===== src/verilog/cce_cfg_pkg.sv =====
// system sizes for the coherence engine, referenced by scoped name from RTL and testbench
package cce_cfg_pkg;

  // local cache engines served by the directory
  localparam int num_lce = 4;

  // LCE id width, enough to index num_lce engines
  localparam int lce_id_width = 2;

  // block index width, one directory entry per block
  localparam int blk_addr_width = 4;

  // number of tracked blocks
  localparam int num_blocks = 1 << blk_addr_width;

  // a block carries a single data word
  localparam int data_width = 32;

endpackage

===== src/verilog/cce_msg_pkg.sv =====
// message encodings and packed channel structs exchanged between LCEs, CCE and memory
package cce_msg_pkg;

  // LCE request kinds
  typedef enum logic {
    e_req_rd_shared,
    e_req_rd_excl
  } req_type_e;

  // commands sent from the CCE to an LCE
  typedef enum logic [1:0] {
    e_cmd_inv,
    e_cmd_downgrade,
    e_cmd_fill_s,
    e_cmd_fill_m
  } cmd_type_e;

  // MSI state held per block in the directory
  typedef enum logic [1:0] {
    e_dir_i,
    e_dir_s,
    e_dir_m
  } dir_state_e;

  typedef struct packed {
    logic [cce_cfg_pkg::lce_id_width-1:0]   src;
    req_type_e                              rtype;
    logic [cce_cfg_pkg::blk_addr_width-1:0] addr;
  } lce_req_s;

  // ack for an inv or downgrade
  typedef struct packed {
    logic [cce_cfg_pkg::lce_id_width-1:0]   src;
    logic [cce_cfg_pkg::blk_addr_width-1:0] addr;
  } lce_resp_s;

  // data is zero unless the command is a fill
  typedef struct packed {
    logic [cce_cfg_pkg::lce_id_width-1:0]   dst;
    cmd_type_e                              ctype;
    logic [cce_cfg_pkg::blk_addr_width-1:0] addr;
    logic [cce_cfg_pkg::data_width-1:0]     data;
  } lce_cmd_s;

  typedef struct packed {
    logic [cce_cfg_pkg::blk_addr_width-1:0] addr;
  } mem_fwd_s;

  typedef struct packed {
    logic [cce_cfg_pkg::blk_addr_width-1:0] addr;
    logic [cce_cfg_pkg::data_width-1:0]     data;
  } mem_rev_s;

  // sharers is a bit per LCE, owner only meaningful in M
  typedef struct packed {
    dir_state_e                           state;
    logic [cce_cfg_pkg::num_lce-1:0]      sharers;
    logic [cce_cfg_pkg::lce_id_width-1:0] owner;
  } dir_entry_s;

endpackage


===== src/verilog/cce_top.sv =====
// CCE top level, joins directory, memory port and transaction controller
`timescale 1ns/10ps

module cce_top (
  input  logic                   clk_i,
  input  logic                   rst_i,

  // LCE side
  input  cce_msg_pkg::lce_req_s  lce_req_i,
  input  logic                   lce_req_v_i,
  output logic                   lce_req_ready_o,

  input  cce_msg_pkg::lce_resp_s lce_resp_i,
  input  logic                   lce_resp_v_i,
  output logic                   lce_resp_ready_o,

  output cce_msg_pkg::lce_cmd_s  lce_cmd_o,
  output logic                   lce_cmd_v_o,
  input  logic                   lce_cmd_ready_i,

  // memory side
  output cce_msg_pkg::mem_fwd_s  mem_fwd_o,
  output logic                   mem_fwd_v_o,
  input  logic                   mem_fwd_ready_i,

  input  cce_msg_pkg::mem_rev_s  mem_rev_i,
  input  logic                   mem_rev_v_i,
  output logic                   mem_rev_ready_o
);

  logic                                   dir_rd_en;
  logic [cce_cfg_pkg::blk_addr_width-1:0] dir_rd_addr;
  cce_msg_pkg::dir_entry_s                dir_rd_entry;
  logic                                   dir_wr_en;
  logic [cce_cfg_pkg::blk_addr_width-1:0] dir_wr_addr;
  cce_msg_pkg::dir_entry_s                dir_wr_entry;

  logic                                   fetch;
  logic [cce_cfg_pkg::blk_addr_width-1:0] fetch_addr;
  logic                                   fetch_done;
  logic [cce_cfg_pkg::data_width-1:0]     fetch_data;

  cce_dir dir (
    .clk_i      (clk_i),
    .rst_i      (rst_i),
    .rd_en_i    (dir_rd_en),
    .rd_addr_i  (dir_rd_addr),
    .rd_entry_o (dir_rd_entry),
    .wr_en_i    (dir_wr_en),
    .wr_addr_i  (dir_wr_addr),
    .wr_entry_i (dir_wr_entry)
  );

  cce_mem_port mem_port (
    .clk_i           (clk_i),
    .rst_i           (rst_i),
    .fetch_i         (fetch),
    .fetch_addr_i    (fetch_addr),
    .done_o          (fetch_done),
    .data_o          (fetch_data),
    .mem_fwd_o       (mem_fwd_o),
    .mem_fwd_v_o     (mem_fwd_v_o),
    .mem_fwd_ready_i (mem_fwd_ready_i),
    .mem_rev_i       (mem_rev_i),
    .mem_rev_v_i     (mem_rev_v_i),
    .mem_rev_ready_o (mem_rev_ready_o)
  );

  cce_ctrl ctrl (
    .clk_i            (clk_i),
    .rst_i            (rst_i),
    .lce_req_i        (lce_req_i),
    .lce_req_v_i      (lce_req_v_i),
    .lce_req_ready_o  (lce_req_ready_o),
    .lce_resp_i       (lce_resp_i),
    .lce_resp_v_i     (lce_resp_v_i),
    .lce_resp_ready_o (lce_resp_ready_o),
    .lce_cmd_o        (lce_cmd_o),
    .lce_cmd_v_o      (lce_cmd_v_o),
    .lce_cmd_ready_i  (lce_cmd_ready_i),
    .dir_rd_en_o      (dir_rd_en),
    .dir_rd_addr_o    (dir_rd_addr),
    .dir_rd_entry_i   (dir_rd_entry),
    .dir_wr_en_o      (dir_wr_en),
    .dir_wr_addr_o    (dir_wr_addr),
    .dir_wr_entry_o   (dir_wr_entry),
    .fetch_o          (fetch),
    .fetch_addr_o     (fetch_addr),
    .fetch_done_i     (fetch_done),
    .fetch_data_i     (fetch_data)
  );

endmodule


===== src/verilog/cce_ctrl.sv =====
// transaction controller that runs one MSI request through inv/downgrade, fetch and fill
`timescale 1ns/10ps

module cce_ctrl (
  input  logic                                   clk_i,
  input  logic                                   rst_i,

  input  cce_msg_pkg::lce_req_s                  lce_req_i,
  input  logic                                   lce_req_v_i,
  output logic                                   lce_req_ready_o,

  input  cce_msg_pkg::lce_resp_s                 lce_resp_i,
  input  logic                                   lce_resp_v_i,
  output logic                                   lce_resp_ready_o,

  output cce_msg_pkg::lce_cmd_s                  lce_cmd_o,
  output logic                                   lce_cmd_v_o,
  input  logic                                   lce_cmd_ready_i,

  output logic                                   dir_rd_en_o,
  output logic [cce_cfg_pkg::blk_addr_width-1:0] dir_rd_addr_o,
  input  cce_msg_pkg::dir_entry_s                dir_rd_entry_i,

  output logic                                   dir_wr_en_o,
  output logic [cce_cfg_pkg::blk_addr_width-1:0] dir_wr_addr_o,
  output cce_msg_pkg::dir_entry_s                dir_wr_entry_o,

  output logic                                   fetch_o,
  output logic [cce_cfg_pkg::blk_addr_width-1:0] fetch_addr_o,
  input  logic                                   fetch_done_i,
  input  logic [cce_cfg_pkg::data_width-1:0]     fetch_data_i
);

  typedef enum logic [2:0] {
    e_idle,
    e_lookup,
    e_send_inv,
    e_wait_ack,
    e_fetch,
    e_send_fill
  } state_e;

  state_e                             state_r;
  cce_msg_pkg::lce_req_s              req_r;
  cce_msg_pkg::dir_entry_s            entry_r;
  logic [cce_cfg_pkg::num_lce-1:0]    pending_r;
  logic [cce_cfg_pkg::num_lce-1:0]    lookup_pending;
  logic [cce_cfg_pkg::num_lce-1:0]    pending_left;
  logic [cce_cfg_pkg::data_width-1:0] data_r;
  logic                               fetch_issued_r;
  logic                               is_shared;
  logic                               downgrade;

  function automatic logic [cce_cfg_pkg::num_lce-1:0] id_mask(
    input logic [cce_cfg_pkg::lce_id_width-1:0] id
  );
    return {{(cce_cfg_pkg::num_lce-1){1'b0}}, 1'b1} << id;
  endfunction

  // scan from the top so the lowest set bit wins
  function automatic logic [cce_cfg_pkg::lce_id_width-1:0] lowest_id(
    input logic [cce_cfg_pkg::num_lce-1:0] vec
  );
    logic [cce_cfg_pkg::lce_id_width-1:0] id;
    id = '0;
    for (int i = cce_cfg_pkg::num_lce - 1; i >= 0; i--) begin
      if (vec[i]) id = i[cce_cfg_pkg::lce_id_width-1:0];
    end
    return id;
  endfunction

  assign is_shared = (req_r.rtype == cce_msg_pkg::e_req_rd_shared);

  // holders to invalidate or downgrade according to the fresh entry
  always_comb begin
    lookup_pending = '0;
    if (is_shared) begin
      if (dir_rd_entry_i.state == cce_msg_pkg::e_dir_m && dir_rd_entry_i.owner != req_r.src)
        lookup_pending = id_mask(dir_rd_entry_i.owner);
    end else if (dir_rd_entry_i.state == cce_msg_pkg::e_dir_s) begin
      lookup_pending = dir_rd_entry_i.sharers & ~id_mask(req_r.src);
    end else if (dir_rd_entry_i.state == cce_msg_pkg::e_dir_m) begin
      lookup_pending = id_mask(dir_rd_entry_i.owner) & ~id_mask(req_r.src);
    end
  end

  assign pending_left = pending_r & ~id_mask(lce_resp_i.src);

  always_ff @(posedge clk_i) begin
    if (rst_i) begin
      state_r        <= e_idle;
      pending_r      <= '0;
      fetch_issued_r <= 1'b0;
    end else begin
      case (state_r)
        e_idle: if (lce_req_v_i) state_r <= e_lookup;
        e_lookup: begin
          pending_r <= lookup_pending;
          state_r   <= (lookup_pending != '0) ? e_send_inv : e_fetch;
        end
        e_send_inv: if (lce_cmd_ready_i) state_r <= e_wait_ack;
        e_wait_ack: begin
          if (lce_resp_v_i) begin
            pending_r <= pending_left;
            state_r   <= (pending_left != '0) ? e_send_inv : e_fetch;
          end
        end
        e_fetch: begin
          fetch_issued_r <= 1'b1;
          if (fetch_done_i) begin
            fetch_issued_r <= 1'b0;
            state_r        <= e_send_fill;
          end
        end
        e_send_fill: if (lce_cmd_ready_i) state_r <= e_idle;
        default: state_r <= e_idle;
      endcase
    end
  end

  // capture request, looked-up entry and fill word
  always_ff @(posedge clk_i) begin
    if (state_r == e_idle && lce_req_v_i) req_r <= lce_req_i;
    if (state_r == e_lookup) entry_r <= dir_rd_entry_i;
    if (state_r == e_fetch && fetch_done_i) data_r <= fetch_data_i;
  end

  assign lce_req_ready_o  = (state_r == e_idle);
  assign lce_resp_ready_o = (state_r == e_wait_ack);
  assign dir_rd_en_o      = (state_r == e_idle) && lce_req_v_i;
  assign dir_rd_addr_o    = lce_req_i.addr;
  assign fetch_o          = (state_r == e_fetch) && !fetch_issued_r;
  assign fetch_addr_o     = req_r.addr;

  // inv and downgrade carry no data
  always_comb begin
    lce_cmd_v_o    = (state_r == e_send_inv) || (state_r == e_send_fill);
    lce_cmd_o.addr = req_r.addr;
    if (state_r == e_send_fill) begin
      lce_cmd_o.dst   = req_r.src;
      lce_cmd_o.ctype = is_shared ? cce_msg_pkg::e_cmd_fill_s : cce_msg_pkg::e_cmd_fill_m;
      lce_cmd_o.data  = data_r;
    end else begin
      lce_cmd_o.dst   = lowest_id(pending_r);
      lce_cmd_o.ctype = is_shared ? cce_msg_pkg::e_cmd_downgrade : cce_msg_pkg::e_cmd_inv;
      lce_cmd_o.data  = '0;
    end
  end

  // old owner joins the sharers after a downgrade
  assign downgrade = is_shared && (entry_r.state == cce_msg_pkg::e_dir_m)
                     && (entry_r.owner != req_r.src);

  assign dir_wr_en_o   = (state_r == e_send_fill) && lce_cmd_ready_i;
  assign dir_wr_addr_o = req_r.addr;

  always_comb begin
    dir_wr_entry_o.owner = req_r.src;
    if (is_shared) begin
      dir_wr_entry_o.state   = cce_msg_pkg::e_dir_s;
      dir_wr_entry_o.sharers = entry_r.sharers | id_mask(req_r.src)
                               | (downgrade ? id_mask(entry_r.owner) : '0);
    end else begin
      dir_wr_entry_o.state   = cce_msg_pkg::e_dir_m;
      dir_wr_entry_o.sharers = id_mask(req_r.src);
    end
  end

endmodule


===== src/verilog/cce_mem_port.sv =====
// memory side of the CCE that sends one block read and returns the data word to the controller
`timescale 1ns/10ps

module cce_mem_port (
  input  logic                                   clk_i,
  input  logic                                   rst_i,

  input  logic                                   fetch_i,
  input  logic [cce_cfg_pkg::blk_addr_width-1:0] fetch_addr_i,
  output logic                                   done_o,
  output logic [cce_cfg_pkg::data_width-1:0]     data_o,

  output cce_msg_pkg::mem_fwd_s                  mem_fwd_o,
  output logic                                   mem_fwd_v_o,
  input  logic                                   mem_fwd_ready_i,

  input  cce_msg_pkg::mem_rev_s                  mem_rev_i,
  input  logic                                   mem_rev_v_i,
  output logic                                   mem_rev_ready_o
);

  typedef enum logic [1:0] {
    e_mp_idle,
    e_mp_send,
    e_mp_wait
  } mp_state_e;

  mp_state_e                              state_r;
  logic [cce_cfg_pkg::blk_addr_width-1:0] addr_r;
  logic [cce_cfg_pkg::data_width-1:0]     data_r;
  logic                                   done_r;

  always_ff @(posedge clk_i) begin
    if (rst_i) begin
      state_r <= e_mp_idle;
      done_r  <= 1'b0;
    end else begin
      done_r <= 1'b0;
      case (state_r)
        e_mp_idle: if (fetch_i) state_r <= e_mp_send;
        // hold the request until memory takes it
        e_mp_send: if (mem_fwd_ready_i) state_r <= e_mp_wait;
        e_mp_wait: begin
          if (mem_rev_v_i) begin
            state_r <= e_mp_idle;
            done_r  <= 1'b1;
          end
        end
        default: state_r <= e_mp_idle;
      endcase
    end
  end

  // latch the block address and the returned word
  always_ff @(posedge clk_i) begin
    if (state_r == e_mp_idle && fetch_i) begin
      addr_r <= fetch_addr_i;
    end
    if (state_r == e_mp_wait && mem_rev_v_i) begin
      data_r <= mem_rev_i.data;
    end
  end

  assign mem_fwd_v_o     = (state_r == e_mp_send);
  assign mem_fwd_o.addr  = addr_r;
  assign mem_rev_ready_o = (state_r == e_mp_wait);
  assign done_o          = done_r;
  assign data_o          = data_r;

endmodule


===== src/verilog/cce_dir.sv =====
// directory storage with one MSI entry per block, registered read and one write port
`timescale 1ns/10ps

module cce_dir (
  input  logic                                   clk_i,
  input  logic                                   rst_i,

  // read port, entry valid the cycle after rd_en_i
  input  logic                                   rd_en_i,
  input  logic [cce_cfg_pkg::blk_addr_width-1:0] rd_addr_i,
  output cce_msg_pkg::dir_entry_s                rd_entry_o,

  // write port, takes effect at the clock edge
  input  logic                                   wr_en_i,
  input  logic [cce_cfg_pkg::blk_addr_width-1:0] wr_addr_i,
  input  cce_msg_pkg::dir_entry_s                wr_entry_i
);

  cce_msg_pkg::dir_entry_s dir_r [cce_cfg_pkg::num_blocks];
  cce_msg_pkg::dir_entry_s rd_entry_r;

  // every block starts invalid with no sharers
  always_ff @(posedge clk_i) begin
    if (rst_i) begin
      for (int i = 0; i < cce_cfg_pkg::num_blocks; i++) begin
        dir_r[i].state   <= cce_msg_pkg::e_dir_i;
        dir_r[i].sharers <= '0;
        dir_r[i].owner   <= '0;
      end
    end else if (wr_en_i) begin
      dir_r[wr_addr_i] <= wr_entry_i;
    end
  end

  // read data holds until the next read
  always_ff @(posedge clk_i) begin
    if (rd_en_i) begin
      rd_entry_r <= dir_r[rd_addr_i];
    end
  end

  assign rd_entry_o = rd_entry_r;

endmodule


===== config.mk =====
export PLATFORM = sky130hd
export DESIGN_NAME = cce_top
export DESIGN_NICKNAME = d
export VERILOG_FILES = /design/src/verilog/cce_cfg_pkg.sv /design/src/verilog/cce_msg_pkg.sv /design/src/verilog/cce_top.sv /design/src/verilog/cce_ctrl.sv /design/src/verilog/cce_mem_port.sv /design/src/verilog/cce_dir.sv
export SDC_FILE = /design/constraint.sdc
export NUM_CORES = 1
export LEC_CHECK = 0
export BUFFER_PORTS_ARGS = -buffer_cell sky130_fd_sc_hd__buf_2
export CAP_MARGIN = 20
export CORE_MARGIN = 4
export CORE_UTILIZATION = 30
export CTS_CLUSTER_DIAMETER = 30
export DETAILED_ROUTE_END_ITERATION = 12
export PLACE_DENSITY = 0.55
export SLEW_MARGIN = 20
export SYNTH_ARGS = -nofsm -noshare
export SYNTH_HDL_FRONTEND = slang
export SYNTH_HIERARCHICAL = 1
export SYNTH_SLANG_ARGS = --single-unit

===== constraint.sdc =====
create_clock -name clk_i -period 3.7 [get_ports clk_i]
set_input_delay 0.37 -clock clk_i [delete_from_list [all_inputs] [get_ports clk_i]]
set_output_delay 0.37 -clock clk_i [all_outputs]
set_load 0.01 [all_outputs]

==> run summary, run 1 <==
First drt pass iteration count -> 4
Final hold vios -> 0
Worst Skew -> 0.0138 ns
CTS root buf -> clkbuf_16
Antenna violations before repair -> 1
Sink Count -> 230
PostCTS Resize Cnt -> 0
Layout Utilization -> 37.8%
Sequential-to-total area share from yosys stat -> 68.7%
Routability cong. -> 0.823
Via-to-Cell Ratio -> 4.48
Global Route Usage Sum -> 12.3%
Max cap viols -> 0
Tcrit/Tclk final -> 71.2%
Crit end category -> flop
HPWL Detailed -> 14.6 mm
IO Count -> 105
Share of layout cells above drive strength 1 -> 30.0%
Crit path DAT -> 2.82 ns
Drt first-iter violations -> 360
Vias in the first global route -> 5,806
Synth Cell Area -> 9890 um^2
Clock group share of total power -> 52.5%
Worst-margin pin slew -> 0.966 ns
Internal -> 5.71 mW
Die X -> 190 um
Mean routed wirelength per cell -> 17.8 um
Total wire length -> 22.2 mm
Run status -> finished, final reports clean
CTS tree -> built
I/O Buffers -> 96
Fin crit period -> 2.64 ns
Crit-path max FO -> 16
Core area -> 32,500 um^2
Sw frac -> 22.5%
Unrepaired setup endpoints after global routing -> no
Residual DRC -> 0
#FFs+latches synth -> 230
CTS H-tree depth -> 2
Fin nets -> 825
Synth area leaders -> edfxtp_1, and2_1, mux4_2, dfxtp_1, a22oi_1
Yosys top cell area share -> 66.5%
Core Rows -> 66
Pin count of the biggest net entering global routing -> 40
CTS max path bufs -> 3
Post-synth EDFFs -> 219
Worst skew pair latency -> 0.51 ns
Post-synthesis cell type count -> 52
Syn_area_per_cell -> 15.1 um^2
Design Power -> 7.36 mW
Critical path type -> reg -> reg
Total vias in the final route -> 5,578
Cell Pwr Density -> 600 nW/um^2
LEAKAGE -> 4.57 nW
Syn nets -> 711
Layout area overhead -> 24.2%
Slew headroom -> 35.3%
R2R depth -> 6
Fmax -> 379 MHz
Async set-reset flop share out of synthesis -> 0%
Effective utilization at floorplan -> 30.4%
Clock slew at reported path FFs -> 0.06 ns
Die ar. -> 35,900 um^2
Setup crit start kind -> flop
Final slew viol count -> 0
Yosys warnings -> 6
TNS Setup -> 0 ns
ANT nets after route -> 0
Worst Hold Class -> in -> reg
Final setup viols -> 0
Switching power -> 1.66 mW
Cell count after synthesis -> 655
First-pass GRT wire length -> 34.3 mm
CTS buffer count -> 43
Worst EP required -> 3.89 ns
Hold buffers post-CTS -> 0
Hold path depth -> 1
Die Ht -> 190 um
Synth area leader -> edfxtp_1
Post-CTS Setup Bufs -> 0
GR Overflow Total -> 0
Most common flop cell mapped by yosys -> edfxtp_1
Sequential fraction of design power -> 41.6%
Max IR drop VDD -> 0.000336 V
Logic pwr share -> 5.9%
## power groups by stage
stage / logic (mW) / registers, mW / clock network (mW)
2_1_floorplan: 0.307 / 3.06 / 0
3_3_place_gp: 0.440 / 3.11 / 0
3_5_place_dp: 0.441 / 3.11 / 0
4_1_cts: 0.442 / 3.07 / 3.95
5_1_grt: 0.479 / 3.08 / 4.09
6_report: 0.435 / 3.07 / 3.86
## Yosys cell counts, types with 2 or more instances
master	number
a22oi_1	16
nor3_2	2
edfxtp_1	219
buf_1	4
nor2_2	3
nand4bb_1	3
dfxtp_1	11
o21ai_0	9
or2_2	16
a32oi_1	2
o21ai_1	7
and2_1	163
buf_4	15
buf_2	4
nor3_1	6
nor3b_1	2
mux2i_1	2
nand4b_1	7
nor2b_1	6
nand2_1	22
clkbuf_1	19
nand3_1	6
nand3b_1	6
nand2b_1	4
or3b_1	2
a31oi_1	2
a21oi_1	13
nor2_1	23
inv_1	7
mux4_2	32
## placed cells by master (no fill, tap or decap), types with 9 or more instances in the layout
master     instances
a21oi_1           13
a22oi_1           16
and2_1           163
buf_2             96
buf_4             15
clkbuf_16         45
dfxtp_1           11
edfxtp_1         219
mux4_2            32
nand2_1           22
nor2_1            22
o21ai_1            9
or2_2             16
## flip-flops by register name (all words and copies together) (netlist names), 2 cells and up
signal and count:
dir/dir_r 128, ctrl/data_r 32, mem_port/data_o 32, ctrl/entry_r 8, dir/rd_entry_o 8, ctrl/dir_wr_addr_o 4
ctrl/pending_r 4, mem_port/mem_fwd_o 4, ctrl/state_r 3, ctrl/dir_wr_entry_o 2, mem_port/state_r 2
## metrics by stage
stage                     worst slack (ns)  instance area [um^2]  cells  hold slack (ns)
final                                 1.06                 12300   1246           0.0332
after global routing                 0.858                 12300   1246           0.0160
after CTS                             1.05                 12300   1245          0.00826
after detailed placement              1.07                 10800   1166            0.405
after global placement                1.08                 10800   1166            0.400
after floorplan                       1.36                  9890    655            0.400
## kinds of logic after synthesis
| family | share of synthesized area (%) |
|---|---|
| flops | 68.7 |
| compound gates | 3.93 |
| xor+xnor | 0.0886 |
| buf+inv | 2.52 |
| mux | 7.49 |
| simple gates | 17.3 |
## per-layer routing
metal / up-vias / global-route usage, % / part of all wire [%]
li1: 2667 / - / -
met4: 0 / 4.20 / 2.4
met2: 125 / 20.5 / 50
met1: 2745 / 16.1 / 43
met3: 41 / 2.50 / 4.9
met5: - / 0 / 0
## path summary, 6_finish.rpt
check	startpoint	endpoint	slack, ns
max	ctrl/state_r[0]	dir/dir_r[2][6]	1.06
min	lce_req_i[4]	ctrl/req_r[4]	0.03
max reg2reg	ctrl/state_r[0]	dir/dir_r[2][6]	1.06
min reg2reg	mem_port/data_o[26]	ctrl/data_r[26]	0.41
## worst max-delay path: stages, from the launching register on
cell	delay [ns]
dfxtp_1	0.62
nand2_1	0.15
nor2_2	0.12
and2_1	0.24
or4b_4	0.54
nor2_2	0.33
or2_2	0.31
## area by class of cell
cell class / count / area (um^2)
Antenna cell: 1 / 2.50
Clock inverter: 30 / 318
Timing Repair Buffer: 111 / 593
Sequential cell: 230 / 6800
Clock buffer: 49 / 1140
Fill cell: 3111 / 20300
Tap cell: 442 / 553
Multi-Input combinational cell: 375 / 2850
Inverter: 8 / 30.0
(Power assumes the default switching activity.)
==> inputs of run 2 (changes only) <==
==> constraint.sdc (replaced) <==
create_clock -name clk_i -period 2.5 [get_ports clk_i]
set_input_delay 0.25 -clock clk_i [delete_from_list [all_inputs] [get_ports clk_i]]
set_output_delay 0.25 -clock clk_i [all_outputs]
set_load 0.01 [all_outputs]
==> run 2 against run 1 <==
Net effect:
- critical path depth unchanged
- clock power up 64%
- die area unchanged
- first-iteration DRC count shrank 1.1%
- combinational power grew 78%
- total power is 57% higher
- sequential power increased by 46%
- flip-flop and latch count unchanged
- non-clock buffer count increased by 56
- critical path type unchanged
- critical endpoint is now dir/dir_r[0][3]
- largest cell class unchanged
==> run summary, run 2 (synthesized netlist as in run 1, its figures left out) <==
Final hold vios -> 0
Effective utilization at floorplan -> 30.4%
Hold buffers post-CTS -> 36
Total vias in the final route -> 5,867
Fmax -> 484 MHz
Via-to-Cell Ratio -> 4.48
Die ar. -> 35,900 um^2
Core Rows -> 66
Final slew viol count -> 0
Crit-path max cell delay -> 0.55 ns
Crit path DAT -> 2.26 ns
Max reg flops -> 128
Worst-margin pin slew -> 0.863 ns
Sw frac -> 21.8%
Worst skew pair latency -> 0.52 ns
Max IR drop VDD -> 0.000364 V
Clock slew at reported path FFs -> 0.05 ns
Gr busiest metal -> met2
Run status -> finished, final reports clean
Critical path type -> reg -> reg
Crit path cell chain -> nand2_1 > nor2_2 > and2_1 > or4b_4 > nor3_2 > or2_2
Tcrit/Tclk final -> 82.7%
Final worst slack -> 0.433 ns
GR Overflow Total -> 0
Layout area overhead -> 31.4%
Final setup viols -> 0
HPWL Detailed -> 15.1 mm
Cell Pwr Density -> 891 nW/um^2
Met1 Use GR -> 16.6%
Sink Count -> 230
LEAKAGE -> 4.92 nW
First drt pass iteration count -> 4
Die X -> 190 um
Total wire length -> 23.0 mm
ANT nets after route -> 0
Slowest CP cell -> or4b_4
I/O Buffers -> 96
Worst Hold Class -> in -> reg
Routability cong. -> 0.814
Clock group share of total power -> 54.5%
Worst Skew -> 0.0138 ns
TNS Setup -> 0 ns
First-pass GRT wire length -> 35.7 mm
Fin nets -> 885
Max cap viols -> 0
Die Ht -> 190 um
CTS max path bufs -> 3
Slew headroom -> 41.9%
Most common cell after layout, fill and taps aside -> edfxtp_1
Global Route Usage Sum -> 12.7%
Share of layout cells above drive strength 1 -> 30.8%
Worst EP required -> 2.70 ns
Setup crit start kind -> flop
Drt first-iter violations -> 356
PostCTS Resize Cnt -> 0
CTS H-tree depth -> 2
Crit end category -> flop
Placement Setup Slack -> 0.453 ns
Grt met2 use -> 21.2%
Switching power -> 2.52 mW
R2R depth -> 6
CTS root buf -> clkbuf_16
Layout Cells excl Fill -> 1,309
Design Power -> 11.6 mW
Core area -> 32,500 um^2
CTS tree -> built
Fin crit period -> 2.07 ns
CTS buffer count -> 47
# placed instances -> 1,186
Antenna violations before repair -> 1
Logic pwr share -> 6.7%
Residual DRC -> 0
Pin count of the biggest net entering global routing -> 40
IO Count -> 105
Hold path depth -> 3
Reg2Reg Setup Slack -> 0.43 ns
Unrepaired setup endpoints after global routing -> no
Vias in the first global route -> 6,135
Most frequent cells in the layout -> edfxtp_1, and2_1, buf_2, clkbuf_16, dlygate4sd3_1
Largest Register -> dir/dir_r
Sequential fraction of design power -> 38.8%
Mean routed wirelength per cell -> 17.6 um
Post-CTS Setup Bufs -> 0
Crit-path max FO -> 8
Internal -> 9.06 mW
Met3 Track Usage GR -> 2.57%
-- run 2: cell types whose count changed in the layout (fill, tap and decap cells not counted), moves of 3 or more --
cell and change:
dlygate4sd3_1 +36, buf_4 +17, bufinv_16 +4, buf_12 +3
-- run 2: final timing paths --
path                                          start                  end
worst max-delay path                ctrl/state_r[2]      dir/dir_r[0][3]
worst max register to register      ctrl/state_r[2]      dir/dir_r[0][3]
worst min register to register  mem_port/data_o[28]      ctrl/data_r[28]
worst min-delay path                    mem_rev_v_i  mem_port/state_r[1]
-- run 2: critical path: cells and delay by family (launching register included) --
| family | cells | cell delay, ns |
|---|---|---|
| flops | 1 | 0.33 |
| simple gates | 6 | 1.42 |
-- run 2: per-stage QoR --
stage	instance area, um^2	hold slack (ns)	utilization [%]
detailed placement	11000	0.405	33.8
CTS	13000	0.00165	40.0
global placement	11000	0.400	33.8
global route	13000	0.0197	40.0
floorplan	9890	0.319	-
finish	13000	0.0222	40.0
-- run 2: cell type report --
type | count | area [um^2]
fillers | 3021 | 19500
multi-input cells | 375 | 2850
repair buffers | 167 | 1140
well taps | 442 | 553
inverters | 8 | 30.0
clock inverters | 36 | 443
clock buffers | 50 | 1190
flip-flops and latches | 230 | 6800
diodes | 1 | 2.50
-- run 2: power by group through the flow --
stage / registers (mW) / logic (mW) / clock network (mW)
detailed placement: 4.56 / 0.737 / 0
global placement: 4.56 / 0.730 / 0
CTS: 4.49 / 0.786 / 6.45
finish: 4.49 / 0.776 / 6.32
global route: 4.51 / 0.850 / 6.66
floorplan: 4.52 / 0.454 / 0
-- run 2: layer usage --
metal	wire length (um)	part of all wire, %	vias up
met4	562	2.4	0
met1	9680	42	2921
met5	0	0	-
met3	1220	5.3	40
met2	11500	50	115
li1	-	-	2791
